### src/common/mipsPkg.sv
`default_nettype none

package mipsPkg;

    typedef logic [31:0] word_t;
    typedef logic [4:0]  regAddr_t;
    typedef logic [5:0]  opcode_t;
    typedef logic [5:0]  funct_t;
    typedef logic [3:0]  aluOp_t;

    // alu operation codes
    localparam aluOp_t ALU_ADD = 4'h0;
    localparam aluOp_t ALU_SUB = 4'h1;
    localparam aluOp_t ALU_AND = 4'h2;
    localparam aluOp_t ALU_OR  = 4'h3;
    localparam aluOp_t ALU_SLT = 4'h4;
    localparam aluOp_t ALU_SLL = 4'h5;
    localparam aluOp_t ALU_SRL = 4'h6;
    localparam aluOp_t ALU_LUI = 4'h7; // b[15:0] into the upper half

    // major opcodes
    localparam opcode_t OP_RTYPE = 6'h00;
    localparam opcode_t OP_J     = 6'h02;
    localparam opcode_t OP_JAL   = 6'h03;
    localparam opcode_t OP_BEQ   = 6'h04;
    localparam opcode_t OP_BNE   = 6'h05;
    localparam opcode_t OP_ADDI  = 6'h08;
    localparam opcode_t OP_ANDI  = 6'h0c;
    localparam opcode_t OP_ORI   = 6'h0d;
    localparam opcode_t OP_LUI   = 6'h0f;
    localparam opcode_t OP_LW    = 6'h23;
    localparam opcode_t OP_SW    = 6'h2b;

    // r-type function field
    localparam funct_t FN_SLL = 6'h00;
    localparam funct_t FN_SRL = 6'h02;
    localparam funct_t FN_JR  = 6'h08;
    localparam funct_t FN_ADD = 6'h20;
    localparam funct_t FN_SUB = 6'h22;
    localparam funct_t FN_AND = 6'h24;
    localparam funct_t FN_OR  = 6'h25;
    localparam funct_t FN_SLT = 6'h2a;

    // first fetch address after reset
    localparam word_t RESET_PC = 32'h0000_0000;

    localparam regAddr_t LINK_REG = 5'd31; // jal destination

endpackage

`default_nettype wire

### src/common/stageBus.sv
`timescale 1ns/1ps
`default_nettype none

// decode to execute
interface idExBus;
    import mipsPkg::*;

    word_t    operandA;
    word_t    operandB;
    word_t    imm;
    logic [4:0] shamt;
    regAddr_t destAddr;
    aluOp_t   aluOp;
    logic     useImm;
    logic     useShamt;
    logic     regWrite;
    logic     memRead;
    logic     memWrite;

    modport driver (output operandA, operandB, imm, shamt, destAddr, aluOp,
                    useImm, useShamt, regWrite, memRead, memWrite);
    modport receiver (input operandA, operandB, imm, shamt, destAddr, aluOp,
                      useImm, useShamt, regWrite, memRead, memWrite);
endinterface

// execute to memory
interface exMemBus;
    import mipsPkg::*;

    word_t    aluResult;
    word_t    storeData;  // rt value for sw
    regAddr_t destAddr;
    logic     regWrite;
    logic     memRead;
    logic     memWrite;

    modport driver (output aluResult, storeData, destAddr,
                    regWrite, memRead, memWrite);
    modport receiver (input aluResult, storeData, destAddr,
                      regWrite, memRead, memWrite);
endinterface

`default_nettype wire

### src/decode/regFile.sv
`timescale 1ns/1ps
`default_nettype none

module regFile (
    input  logic              clk,
    input  logic              arstN,
    input  mipsPkg::regAddr_t rsAddr,
    input  mipsPkg::regAddr_t rtAddr,
    output mipsPkg::word_t    rsData,
    output mipsPkg::word_t    rtData,
    input  logic              wrEn,
    input  mipsPkg::regAddr_t wrAddr,
    input  mipsPkg::word_t    wrData
);
    import mipsPkg::*;

    word_t regs [0:31];

    always_ff @(posedge clk or negedge arstN) begin
        if (!arstN) begin
            for (int i = 0; i < 32; i++) regs[i] <= '0;
        end else if (wrEn) begin
            regs[wrAddr] <= wrData;
        end
    end

    // same-cycle write shows through
    assign rsData = (rsAddr == '0) ? '0 :
                    (wrEn && wrAddr == rsAddr) ? wrData : regs[rsAddr];
    assign rtData = (rtAddr == '0) ? '0 :
                    (wrEn && wrAddr == rtAddr) ? wrData : regs[rtAddr];

    // decode drops every write aimed at $0
    zeroRegFixed: assert property (@(posedge clk) disable iff (!arstN) regs[0] == '0);

endmodule

`default_nettype wire

### src/decode/controlUnit.sv
`timescale 1ns/1ps
`default_nettype none

module controlUnit (
    input  mipsPkg::word_t    instr,
    input  logic              exWrite,
    input  mipsPkg::regAddr_t exDest,
    input  logic              memWrite,
    input  mipsPkg::regAddr_t memDest,
    input  logic              rsEqualRt,
    output mipsPkg::aluOp_t   aluOp,
    output logic              regWrite,
    output logic              memRead,
    output logic              memStore,
    output logic              useImm,
    output logic              useShamt,
    output logic              zeroExtend,
    output logic              writeToRd,
    output logic              isJal,
    output logic              isJump,
    output logic              isJumpReg,
    output logic              taken,
    output logic              stall
);
    import mipsPkg::*;

    opcode_t  opcode;
    funct_t   funct;
    regAddr_t rs;
    regAddr_t rt;
    logic     usesRs, usesRt;
    logic     branchHit;
    logic     rsHazard, rtHazard;

    assign opcode = instr[31:26];
    assign funct  = instr[5:0];
    assign rs     = instr[25:21];
    assign rt     = instr[20:16];

    always_comb begin
        aluOp      = ALU_ADD;
        regWrite   = 1'b0;
        memRead    = 1'b0;
        memStore   = 1'b0;
        useImm     = 1'b0;
        useShamt   = 1'b0;
        zeroExtend = 1'b0;
        writeToRd  = 1'b0;
        isJal      = 1'b0;
        isJump     = 1'b0;
        isJumpReg  = 1'b0;
        branchHit  = 1'b0;
        usesRs     = 1'b0;
        usesRt     = 1'b0;
        case (opcode)
            OP_RTYPE: begin
                regWrite  = 1'b1;
                writeToRd = 1'b1;
                usesRs    = 1'b1;
                usesRt    = 1'b1;
                case (funct)
                    FN_ADD: aluOp = ALU_ADD;
                    FN_SUB: aluOp = ALU_SUB;
                    FN_AND: aluOp = ALU_AND;
                    FN_OR:  aluOp = ALU_OR;
                    FN_SLT: aluOp = ALU_SLT;
                    FN_SLL: begin aluOp = ALU_SLL; useShamt = 1'b1; usesRs = 1'b0; end
                    FN_SRL: begin aluOp = ALU_SRL; useShamt = 1'b1; usesRs = 1'b0; end
                    FN_JR:  begin regWrite = 1'b0; usesRt = 1'b0; isJumpReg = 1'b1; end
                    default: begin regWrite = 1'b0; usesRs = 1'b0; usesRt = 1'b0; end
                endcase
            end
            OP_ADDI: begin regWrite = 1'b1; useImm = 1'b1; usesRs = 1'b1; end
            OP_ANDI: begin
                aluOp = ALU_AND; regWrite = 1'b1; useImm = 1'b1; zeroExtend = 1'b1; usesRs = 1'b1;
            end
            OP_ORI: begin
                aluOp = ALU_OR; regWrite = 1'b1; useImm = 1'b1; zeroExtend = 1'b1; usesRs = 1'b1;
            end
            OP_LUI: begin aluOp = ALU_LUI; regWrite = 1'b1; useImm = 1'b1; end
            OP_LW: begin regWrite = 1'b1; memRead = 1'b1; useImm = 1'b1; usesRs = 1'b1; end
            OP_SW: begin memStore = 1'b1; useImm = 1'b1; usesRs = 1'b1; usesRt = 1'b1; end
            OP_BEQ: begin branchHit = rsEqualRt; usesRs = 1'b1; usesRt = 1'b1; end
            OP_BNE: begin branchHit = !rsEqualRt; usesRs = 1'b1; usesRt = 1'b1; end
            OP_J:   isJump = 1'b1;
            OP_JAL: begin isJump = 1'b1; isJal = 1'b1; regWrite = 1'b1; end
            default: ; // unknown opcode runs as a nop
        endcase
    end

    // raw hazard against ex and mem, wb is covered by the regfile bypass
    assign rsHazard = usesRs && (rs != '0) &&
                      ((exWrite && exDest == rs) || (memWrite && memDest == rs));
    assign rtHazard = usesRt && (rt != '0) &&
                      ((exWrite && exDest == rt) || (memWrite && memDest == rt));
    assign stall    = rsHazard || rtHazard;

    assign taken = !stall && (isJump || isJumpReg || branchHit);

endmodule

`default_nettype wire

### src/decode/decodeStage.sv
`timescale 1ns/1ps
`default_nettype none

module decodeStage (
    input  logic              clk,
    input  logic              arstN,
    input  mipsPkg::word_t    pc,
    input  mipsPkg::word_t    instr,
    input  logic              wbEn,
    input  mipsPkg::regAddr_t wbAddr,
    input  mipsPkg::word_t    wbData,
    input  logic              exWrite,
    input  logic              memWrite,
    input  mipsPkg::regAddr_t exDest,
    input  mipsPkg::regAddr_t memDest,
    output logic              taken,
    output mipsPkg::word_t    target,
    output logic              stall,
    idExBus.driver            idEx
);
    import mipsPkg::*;

    word_t    rsData;
    word_t    rtData;
    word_t    imm;
    word_t    pcPlus4;
    word_t    linkAddr;
    word_t    branchTarget;
    word_t    jumpTarget;
    regAddr_t destAddr;
    aluOp_t   aluOp;
    logic     rsEqualRt;
    logic     regWrite;
    logic     memRead;
    logic     memStore;
    logic     useImm;
    logic     useShamt;
    logic     zeroExtend;
    logic     writeToRd;
    logic     isJal;
    logic     isJump;
    logic     isJumpReg;
    logic     destWrite;

    controlUnit ctrl (
        .instr(instr), .exWrite(exWrite), .exDest(exDest),
        .memWrite(memWrite), .memDest(memDest), .rsEqualRt(rsEqualRt),
        .aluOp(aluOp), .regWrite(regWrite), .memRead(memRead), .memStore(memStore),
        .useImm(useImm), .useShamt(useShamt), .zeroExtend(zeroExtend),
        .writeToRd(writeToRd), .isJal(isJal), .isJump(isJump),
        .isJumpReg(isJumpReg), .taken(taken), .stall(stall)
    );

    regFile regs (
        .clk(clk), .arstN(arstN),
        .rsAddr(instr[25:21]), .rtAddr(instr[20:16]),
        .rsData(rsData), .rtData(rtData),
        .wrEn(wbEn), .wrAddr(wbAddr), .wrData(wbData)
    );

    assign rsEqualRt = rsData == rtData;

    assign imm = zeroExtend ? {16'h0000, instr[15:0]} : {{16{instr[15]}}, instr[15:0]};

    assign destAddr  = isJal ? LINK_REG : (writeToRd ? instr[15:11] : instr[20:16]);
    assign destWrite = regWrite && (destAddr != '0); // writes to $0 vanish here

    assign pcPlus4      = pc + 32'd4;
    assign linkAddr     = pc + 32'd8;  // skips the delay slot
    assign branchTarget = pcPlus4 + {{14{instr[15]}}, instr[15:0], 2'b00};
    assign jumpTarget   = {pcPlus4[31:28], instr[25:0], 2'b00};
    assign target       = isJumpReg ? rsData : (isJump ? jumpTarget : branchTarget);

    // bubble on stall
    always_ff @(posedge clk or negedge arstN) begin
        if (!arstN) begin
            idEx.regWrite <= 1'b0;
            idEx.memRead  <= 1'b0;
            idEx.memWrite <= 1'b0;
        end else begin
            idEx.regWrite <= destWrite && !stall;
            idEx.memRead  <= memRead && !stall;
            idEx.memWrite <= memStore && !stall;
        end
    end

    always_ff @(posedge clk) begin
        idEx.operandA <= isJal ? linkAddr : rsData;
        idEx.operandB <= isJal ? '0 : rtData;
        idEx.imm      <= imm;
        idEx.shamt    <= instr[10:6];
        idEx.destAddr <= destAddr;
        idEx.aluOp    <= aluOp;
        idEx.useImm   <= useImm;
        idEx.useShamt <= useShamt;
    end

    // a producer reaches wb within two cycles
    stallBound: assert property (@(posedge clk) disable iff (!arstN)
        stall ##1 stall |=> !stall);

endmodule

`default_nettype wire

### src/fetchStage.sv
`timescale 1ns/1ps
`default_nettype none

module fetchStage (
    input  logic           clk,
    input  logic           arstN,
    input  logic           stall,
    input  logic           taken,
    input  mipsPkg::word_t target,
    output mipsPkg::word_t imemAddr,
    input  mipsPkg::word_t imemData,
    output mipsPkg::word_t pc,
    output mipsPkg::word_t instr
);
    import mipsPkg::*;

    word_t pcReg;
    word_t nextPc;

    assign nextPc   = taken ? target : pcReg + 32'd4;
    assign imemAddr = pcReg;

    always_ff @(posedge clk or negedge arstN) begin
        if (!arstN) begin
            pcReg <= RESET_PC;
            instr <= '0;    // nop in IF/ID
        end else if (!stall) begin
            pcReg <= nextPc;
            instr <= imemData;
        end
    end

    always_ff @(posedge clk) begin
        if (!stall) pc <= pcReg;
    end

    // jr is the only way in for a bad address
    pcAligned: assert property (@(posedge clk) disable iff (!arstN) pcReg[1:0] == 2'b00);

endmodule

`default_nettype wire

### src/executeStage.sv
`timescale 1ns/1ps
`default_nettype none

module executeStage (
    input  logic              clk,
    input  logic              arstN,
    idExBus.receiver          idEx,
    exMemBus.driver           exMem,
    output logic              exWrite,
    output mipsPkg::regAddr_t exDest
);
    import mipsPkg::*;

    word_t aluA;
    word_t aluB;
    word_t aluResult;

    assign aluA = idEx.useShamt ? {27'd0, idEx.shamt} : idEx.operandA;
    assign aluB = idEx.useImm ? idEx.imm : idEx.operandB;

    always_comb begin
        case (idEx.aluOp)
            ALU_ADD: aluResult = aluA + aluB;
            ALU_SUB: aluResult = aluA - aluB;
            ALU_AND: aluResult = aluA & aluB;
            ALU_OR:  aluResult = aluA | aluB;
            ALU_SLT: aluResult = {31'd0, $signed(aluA) < $signed(aluB)};
            ALU_SLL: aluResult = aluB << aluA[4:0];  // shifts act on rt
            ALU_SRL: aluResult = aluB >> aluA[4:0];
            ALU_LUI: aluResult = {aluB[15:0], 16'h0000};
            default: aluResult = aluA + aluB;
        endcase
    end

    // for the decode hazard check
    assign exWrite = idEx.regWrite;
    assign exDest  = idEx.destAddr;

    always_ff @(posedge clk or negedge arstN) begin
        if (!arstN) begin
            exMem.regWrite <= 1'b0;
            exMem.memRead  <= 1'b0;
            exMem.memWrite <= 1'b0;
        end else begin
            exMem.regWrite <= idEx.regWrite;
            exMem.memRead  <= idEx.memRead;
            exMem.memWrite <= idEx.memWrite;
        end
    end

    always_ff @(posedge clk) begin
        exMem.aluResult <= aluResult;
        exMem.storeData <= idEx.operandB;
        exMem.destAddr  <= idEx.destAddr;
    end

endmodule

`default_nettype wire

### src/memoryStage.sv
`timescale 1ns/1ps
`default_nettype none

module memoryStage (
    input  logic              clk,
    input  logic              arstN,
    exMemBus.receiver         exMem,
    output mipsPkg::word_t    dmemAddr,
    output mipsPkg::word_t    dmemWrData,
    output logic              dmemWrEn,
    input  mipsPkg::word_t    dmemRdData,
    output logic              memWrite,
    output mipsPkg::regAddr_t memDest,
    output logic              wbEn,
    output mipsPkg::regAddr_t wbAddr,
    output mipsPkg::word_t    wbData
);
    import mipsPkg::*;

    word_t resultData;

    assign dmemAddr   = exMem.aluResult;
    assign dmemWrData = exMem.storeData;
    assign dmemWrEn   = exMem.memWrite;
    assign memWrite   = exMem.regWrite;  // register write pending in mem
    assign memDest    = exMem.destAddr;
    assign resultData = exMem.memRead ? dmemRdData : exMem.aluResult;

    always_ff @(posedge clk or negedge arstN) begin
        if (!arstN) wbEn <= 1'b0;
        else        wbEn <= exMem.regWrite;
    end

    always_ff @(posedge clk) begin
        wbAddr <= exMem.destAddr;
        wbData <= resultData;
    end

    noLoadStore: assert property (@(posedge clk) disable iff (!arstN)
        !(exMem.memRead && exMem.memWrite));

endmodule

`default_nettype wire

### src/mipsCore.sv
`timescale 1ns/1ps
`default_nettype none

module mipsCore (
    input  logic              clk,
    input  logic              arstN,
    output mipsPkg::word_t    imemAddr,
    input  mipsPkg::word_t    imemData,
    output mipsPkg::word_t    dmemAddr,
    output mipsPkg::word_t    dmemWrData,
    output logic              dmemWrEn,
    input  mipsPkg::word_t    dmemRdData,
    output logic              wbEn,
    output mipsPkg::regAddr_t wbAddr,
    output mipsPkg::word_t    wbData
);
    import mipsPkg::*;

    word_t    ifPc;
    word_t    ifInstr;
    word_t    target;
    logic     taken;
    logic     stall;
    logic     exWrite;
    logic     memWrite;
    regAddr_t exDest;
    regAddr_t memDest;

    idExBus  idEx ();
    exMemBus exMem ();

    fetchStage fetch (
        .clk(clk), .arstN(arstN), .stall(stall), .taken(taken), .target(target),
        .imemAddr(imemAddr), .imemData(imemData), .pc(ifPc), .instr(ifInstr)
    );

    decodeStage decode (
        .clk(clk), .arstN(arstN), .pc(ifPc), .instr(ifInstr),
        .wbEn(wbEn), .wbAddr(wbAddr), .wbData(wbData),
        .exWrite(exWrite), .memWrite(memWrite), .exDest(exDest), .memDest(memDest),
        .taken(taken), .target(target), .stall(stall), .idEx(idEx)
    );

    executeStage execute (
        .clk(clk), .arstN(arstN), .idEx(idEx), .exMem(exMem),
        .exWrite(exWrite), .exDest(exDest)
    );

    memoryStage memory (
        .clk(clk), .arstN(arstN), .exMem(exMem),
        .dmemAddr(dmemAddr), .dmemWrData(dmemWrData), .dmemWrEn(dmemWrEn),
        .dmemRdData(dmemRdData), .memWrite(memWrite), .memDest(memDest),
        .wbEn(wbEn), .wbAddr(wbAddr), .wbData(wbData)
    );

endmodule

`default_nettype wire

### config.mk
export PLATFORM = sky130hd
export DESIGN_NAME = mipsCore
export DESIGN_NICKNAME = d
export VERILOG_FILES = /design/src/common/mipsPkg.sv /design/src/common/stageBus.sv /design/src/decode/regFile.sv /design/src/decode/controlUnit.sv /design/src/decode/decodeStage.sv /design/src/fetchStage.sv /design/src/executeStage.sv /design/src/memoryStage.sv /design/src/mipsCore.sv
export SDC_FILE = /design/constraint.sdc
export NUM_CORES = 2
export LEC_CHECK = 0
export ABC_AREA = 1
export BUFFER_PORTS_ARGS = -buffer_cell sky130_fd_sc_hd__buf_2
export CAP_MARGIN = 20
export CORE_MARGIN = 2
export CORE_UTILIZATION = 29
export CTS_CLUSTER_DIAMETER = 50
export DETAILED_ROUTE_END_ITERATION = 12
export PLACE_DENSITY = 0.54
export SYNTH_ARGS = -nofsm -noshare
export SYNTH_HDL_FRONTEND = slang
export SYNTH_SLANG_ARGS = --single-unit
### constraint.sdc
create_clock -name clk -period 3.85 [get_ports clk]
set_input_delay 0.77 -clock clk [delete_from_list [all_inputs] [get_ports clk]]
set_output_delay 0.77 -clock clk [all_outputs]
set_load 0.03 [all_outputs]
Word-level counts from Yosys, hierarchy flattened
Index checks and enable logic that the tools add are counted.
W data, S select, Z words.

operators by class
  shift-type cells = 2
  magnitude comparators = 5
  multiplexer cells = 41
  bitwise logic cells = 5
  add/sub/neg operators = 6
  equal/unequal tests = 31
  reduce and logical (&&, ||, !) cells = 39

operators with widths
  cell                     number
  $bwmux W1024             1
  $mux W32                 16
  $bmux W32 S5             2
  $pmux W32 S7             1
  $demux W32 S5            1
  $add A32 B3 Y32 const B  2
  $add A32 B32 Y32         2
  $eq A6 B6 Y1 const B     7
  $add A32 B4 Y32 const B  1
  $and A32 B32 Y32         1
  $eq A32 B32 Y1           1
  $lt A32 B32 Y1           1
  $or A32 B32 Y32          1
  $shl A32 B5 Y32          1
  $shr A32 B5 Y32          1
  $sub A32 B32 Y32         1
  $eq A5 B5 Y1             6
  $eq A6 B4 Y1 const B     5
  $eq A6 B2 Y1 const B     3
  $ge A6 B6 Y1 const B     3
  $not A5 Y6               3
  $pmux W3 S6              1
  $reduce_or A6 Y1         3
  $logic_and A1 B1 Y1      16
  other kinds (17)         49

word-level totals
  bits in registers = 1329
  bits of input ports = 66
  output and inout bits = 135

Depth between registers and ports, before layout
  depth in word-level cells = 12
  gate-level depth with buffers = 28

By module
Synthesis repeated with hierarchy kept, for this count alone.

unflattened totals
  cells, all modules = 13111
  area total of the unflattened synthesis = 85186.7 um^2

modules (own cells, without submodules)
  module        cells each  area an instance (um^2)  instances
  regFile       8907        59632.2                  1
  executeStage  2135        11328.4                  1
  decodeStage   1147        7210.7                   1
  fetchStage    535         4455.5                   1
  memoryStage   213         1790.5                   1
  controlUnit   174         769.5                    1

Least setup slack after synthesis
Ideal clock, no wire load.

  kind = reg2reg
  from = reg decode.idEx.useShamt
  to = reg execute.exMem.aluResult[23]
  library setup time = 0.131 ns
  arrival = 3.528 ns
  clock period less this slack = 3.660 ns
  required time = 3.719 ns
  cell stages (with the launch flop) = 24
  buffers on the path = 3
  setup slack = 0.190 ns
  cells stage by stage = dfxtp_1 > buf_2 > o21ai_1 > clkbuf_1 > clkbuf_1 > ha_1 > nor2_1 > nand2_1 > nand2_1 > nand2_1 > nand2_1 > a21oi_1 > o21ai_0 > inv_1 > o21ai_0 > nand3_1 > nand2_1 > nand2_1 > a21oi_1 > nand2_1 > nand2_1 > nand2_1 > nand3_1 > nand4_1

between the ends
  longest elaborated chain between the ends = 3

RTL lines
  what                                      line                                    RTL
  from (decl)                               stageBus.sv:21                          useImm, useShamt, regWrite, memRead, memWrite);
  $mux W32 *                                executeStage.sv:18                      assign aluA = idEx.useShamt ? {27'd0, idEx.shamt} : idEx.operandA;
  $add A32 B32 Y32 (tied with other cells)  executeStage.sv:23, executeStage.sv:31
  $pmux W32 S7 *                            executeStage.sv:22                      case (idEx.aluOp)
  net execute.aluResult[23]                 executeStage.sv:16                      word_t aluResult;
  to (decl)                                 stageBus.sv:37                          modport driver (output aluResult, storeData, destAddr,

The timed path passes the listed nets; every way through them passes the cells marked *.
A chain may end at the register's enable or synchronous reset.

Worst setup path in the final report
  from = reg fetch.instr[21]
  to = reg fetch.pcReg[26] (netlist: fetch.imemAddr[26])

between the ends
  longest elaborated chain between the ends = 12

RTL lines
  what                                          line               RTL
  from (decl)                                   fetchStage.sv:13   output mipsPkg::word_t instr
  from (signal assigned)                        fetchStage.sv:29   instr <= imemData;
  $not A5 Y6 (implied by the code)              regFile.sv:29      (wrEn && wrAddr == rsAddr) ? wrData : regs[rsAddr];
  $bmux W32 S5                                  regFile.sv:29
  $mux W32 (implied by the code) (2 in series)  regFile.sv:29
  $mux W32                                      regFile.sv:29
  $mux W32                                      regFile.sv:28      assign rsData = (rsAddr == '0) ? '0 :
  $eq A32 B32 Y1                                decodeStage.sv:61  assign rsEqualRt = rsData == rtData;
  $logic_not A1 Y1                              controlUnit.sv:84  OP_BNE: begin branchHit = !rsEqualRt; usesRs = 1'b1; usesRt = 1'b1; end
  $pmux W1 S2                                   controlUnit.sv:55  case (opcode)
  $logic_or A1 B1 Y1                            controlUnit.sv:98  assign taken = !stall && (isJump || isJumpReg || branchHit);
  $logic_and A1 B1 Y1                           controlUnit.sv:98
  $mux W32                                      fetchStage.sv:20   assign nextPc = taken ? target : pcReg + 32'd4;
  to (signal assigned)                          fetchStage.sv:28   pcReg <= nextPc;
  to (decl)                                     fetchStage.sv:17   word_t pcReg;

Several ways; a longest one is shown, not always the timed one. The select of a mux whose other input is x is not followed.

==> out/results.txt <==
Core area -> 279,000 µm²
Multiplexer area fraction after synthesis -> 0.00605
Io pins -> 201
Clock power share -> 0.321
Placed cells -> 15,639
First-pass GRT wire length -> 552 mm
Gate power share -> 0.350
Fin Setup TNS -> 0 ns
Largest net degree at the start of global routing -> 142
DRT Pass-1 Iters -> 8
Synth area leader -> dfrtp_1
Fin util -> 0.357
Initial antenna violation count -> 25
Layout area overhead -> 22.8%
Final ANT Viol Nets -> 0
Post-DP Area -> 91,300 µm²
Switch Pwr -> 22.7 mW
Total power draw -> 56.1 mW
Fin. max-slew vios -> 0
Worst setup SP type -> flip-flop
Max Cap Viol -> 0
Worst IR drop on VDD -> 0.525 mV
Area share of fa/ha/maj cells after synthesis -> 0.0211
Die width -> 533 µm
Via density -> 5.30
Clk sinks -> 1,324
Leading register cell type out of synthesis -> dfrtp_1
Finished Layout Cells -> 16,058
Vias -> 85,166
Most used standard cell by instance count after synthesis -> nand2_1
Port buffer count -> 200
Switching Share -> 0.405
RSZ-0062 raised after global routing -> yes
Synthesized flop and latch total -> 1,324
PD cells -> 563 nW/µm²
Post-layout min period -> 3.80 ns
Synthesized cell area -> 81,100 µm²
Pre-CTS setup slack -> -0.392 ns
CTS tree -> yes
Status -> finished, final reports clean
Largest family of logic cells by synthesized area -> simple AND/OR/NAND/NOR gates
Clk_lat worst skew -> 0.87 ns
Tcrit/Tclk final -> 0.987
Gr ovfl total -> 0
H-tree depth -> 4
Worst setup margin -> 0.0502 ns
Max Root-Sink Buffers -> 3
Library cells used by synthesis -> 65
Relative slew slack -> 0.186
Routability cong. -> 1.01
Vias in the first global route -> 77,468
Share of the synthesized area in the top cell type -> 0.338
Worst path required time -> 4.65 ns
WP data arrival -> 4.60 ns
Share of layout cells above drive strength 1 -> 0.145
Synth Net Count -> 11,941
Final setup viols -> 0
Die Height -> 533 µm
Max Freq -> 0.263 GHz
Yosys Warn Count -> 0
Fraction of the yosys area taken by sequential cells -> 0.398
DIE AREA -> 284,000 µm²
Initial DRC count -> 10,753
Initial Util -> 0.291
CTS root buf -> clkbuf_16
Synth Area in Simple Gates -> 0.287
Critical-path maximum fanout -> 75
Sequential share of power -> 0.329
Internal -> 33.4 mW
Final Hold Vio Count -> 0
Crit Path Class -> flip-flop to flip-flop
Post-Synth XOR/XNOR Area -> 0.0111
Worst Tran Pin Value -> 1.22 ns
Skew final -> 0.0730 ns
Hpwl dp -> 260 mm
# nets final -> 12,364
DRT Wirelength -> 385 mm
All-Layer GR Usage -> 0.260
Top cells by area, synth -> dfrtp_1, nand2_1, o21ai_0, nand3_1, inv_1
Cells after Synth -> 11,740
Fin area -> 99,600 µm²
Worst hold-check path type -> input port to flip-flop
Hold slack -> 0.107 ns
Fill count -> 29,559
FP Rows -> 194
Avg Inst Size Synth -> 6.91 µm²
Async S/R FF share, synth -> 0.827
Post-synth EDFFs -> 32
Cts bufs inserted -> 181
Endpoint class of the critical path -> flip-flop
Worst-path clk slew -> 0.06 ns
Leakage power -> 47.2 nW
Drt drc -> 0
Synth Area in Compound Gates -> 0.176
WL/cell -> 24.0 µm
Synth top cells by count -> nand2_1, o21ai_0, nand3_1
path summary, 6_finish.rpt:
check / from / endpoint / slack [ns] / cells after the start
setup / recovery: fetch.instr[21] / fetch.imemAddr[26] / 0.05 / 24
hold / removal: imemData[12] / fetch.instr[12] / 0.11 / 3
setup reg to reg: fetch.instr[21] / fetch.imemAddr[26] / 0.05 / 24
hold reg to reg: decode.idEx.memWrite / execute.exMem.memWrite / 0.35 / 0
max in group asynchronous: arstN / decode.regs.regs[162] / 2.12 / 3
min in group asynchronous: arstN / decode.regs.regs[612] / 0.48 / 2
registers in the layout, summed over array words and instances (netlist names), 13 cells and up:
| register | count |
|---|---|
| decode.idEx.imm | 13 |
| decode.idEx.operandA | 32 |
| decode.idEx.operandB | 32 |
| decode.regs.regs | 1024 |
| execute.exMem.aluResult | 32 |
| execute.exMem.storeData | 32 |
| fetch.imemAddr | 32 |
| fetch.instr | 32 |
| fetch.pc | 32 |
| memory.wbData | 32 |
cells by family after synthesis:
logic type | count (synthesis)
mux | 45
xor+xnor | 103
compound gates | 2542
simple gates | 5589
flops | 1324
buf+inv | 2002
fa+ha+maj | 135
per-layer routing:
layer	GRT usage	vias up	wire, µm
met5	0	-	183
met3	0.0508	787	39200
met4	0.109	12	18600
met1	0.367	40451	164000
met2	0.384	4480	163000
li1	-	39436	-
cell usage in the layout, fill, tap and decap left out, types with 71 or more instances in the layout:
cell and n:
a21oi_1 371, buf_12 128, buf_2 200, buf_4 724
clkbuf_16 195, dfrtp_1 1085, dfxtp_1 196, ha_1 123
inv_1 1112, nand2_1 3366, nand3_1 1373, nor2_1 496
o211ai_1 445, o21ai_0 1502, or2_2 71, xor2_1 80
cell type report:
| class | count | area (µm²) | share of cell area |
|---|---|---|---|
| Sequential cell | 1324 | 32300 | 0.325 |
| Clock buffer | 228 | 4990 | 0.0501 |
| Timing Repair inverter | 2 | 22.5 | 0.000226 |
| Antenna cell | 11 | 27.5 | 0.000276 |
| Inverter | 1139 | 4350 | 0.0437 |
| Clock inverter | 115 | 1440 | 0.0145 |
| Tap cell | 3724 | 4660 | 0.0468 |
| Multi-Input combinational cell | 8415 | 41900 | 0.420 |
| Timing Repair Buffer | 1100 | 9950 | 0.0999 |
power by group through the flow:
stage          clock (mW)  sequential [mW]  combinational (mW)
2_1_floorplan           0             18.6                9.24
3_3_place_gp            0             18.6                18.4
3_5_place_dp            0             18.6                18.4
4_1_cts              18.2             18.4                18.5
5_1_grt              18.8             18.7                21.2
6_report             18.0             18.5                19.6
worst max-delay path, stage by stage (launching register included):
cell and delay (ns):
dfrtp_4 0.52, buf_12 0.17, buf_4 0.14, buf_16 0.18, or2_2 0.33, nand3_1 0.06
nand3_1 0.06, nand3_1 0.13, nand3_1 0.17, nand3_2 0.19, nand2_1 0.13, nand2_1 0.10
nand2_1 0.05, nand2_1 0.12, nand2_1 0.08, nor2_1 0.11, nand2_1 0.07, nor2_2 0.11
nand2_2 0.10, nand2_2 0.09, nand3_4 0.15, buf_12 0.23, nor2_8 0.18, nand2_1 0.09
nand3_1 0.07
repair_timing:
| item | CTS | global route |
|---|---|---|
| setup endpoints to repair | 39 | 58 |
| buffers inserted | 5 | 42 |
| endpoints found under the hold margin | 19 | 0 |
| resized for setup | 21 | 258 |
| pin swaps | 2 | 46 |
| hold buffers | 1 | 0 |
| cloned | 2 | 15 |
Note: power is estimated with default switching activity, not from simulation.
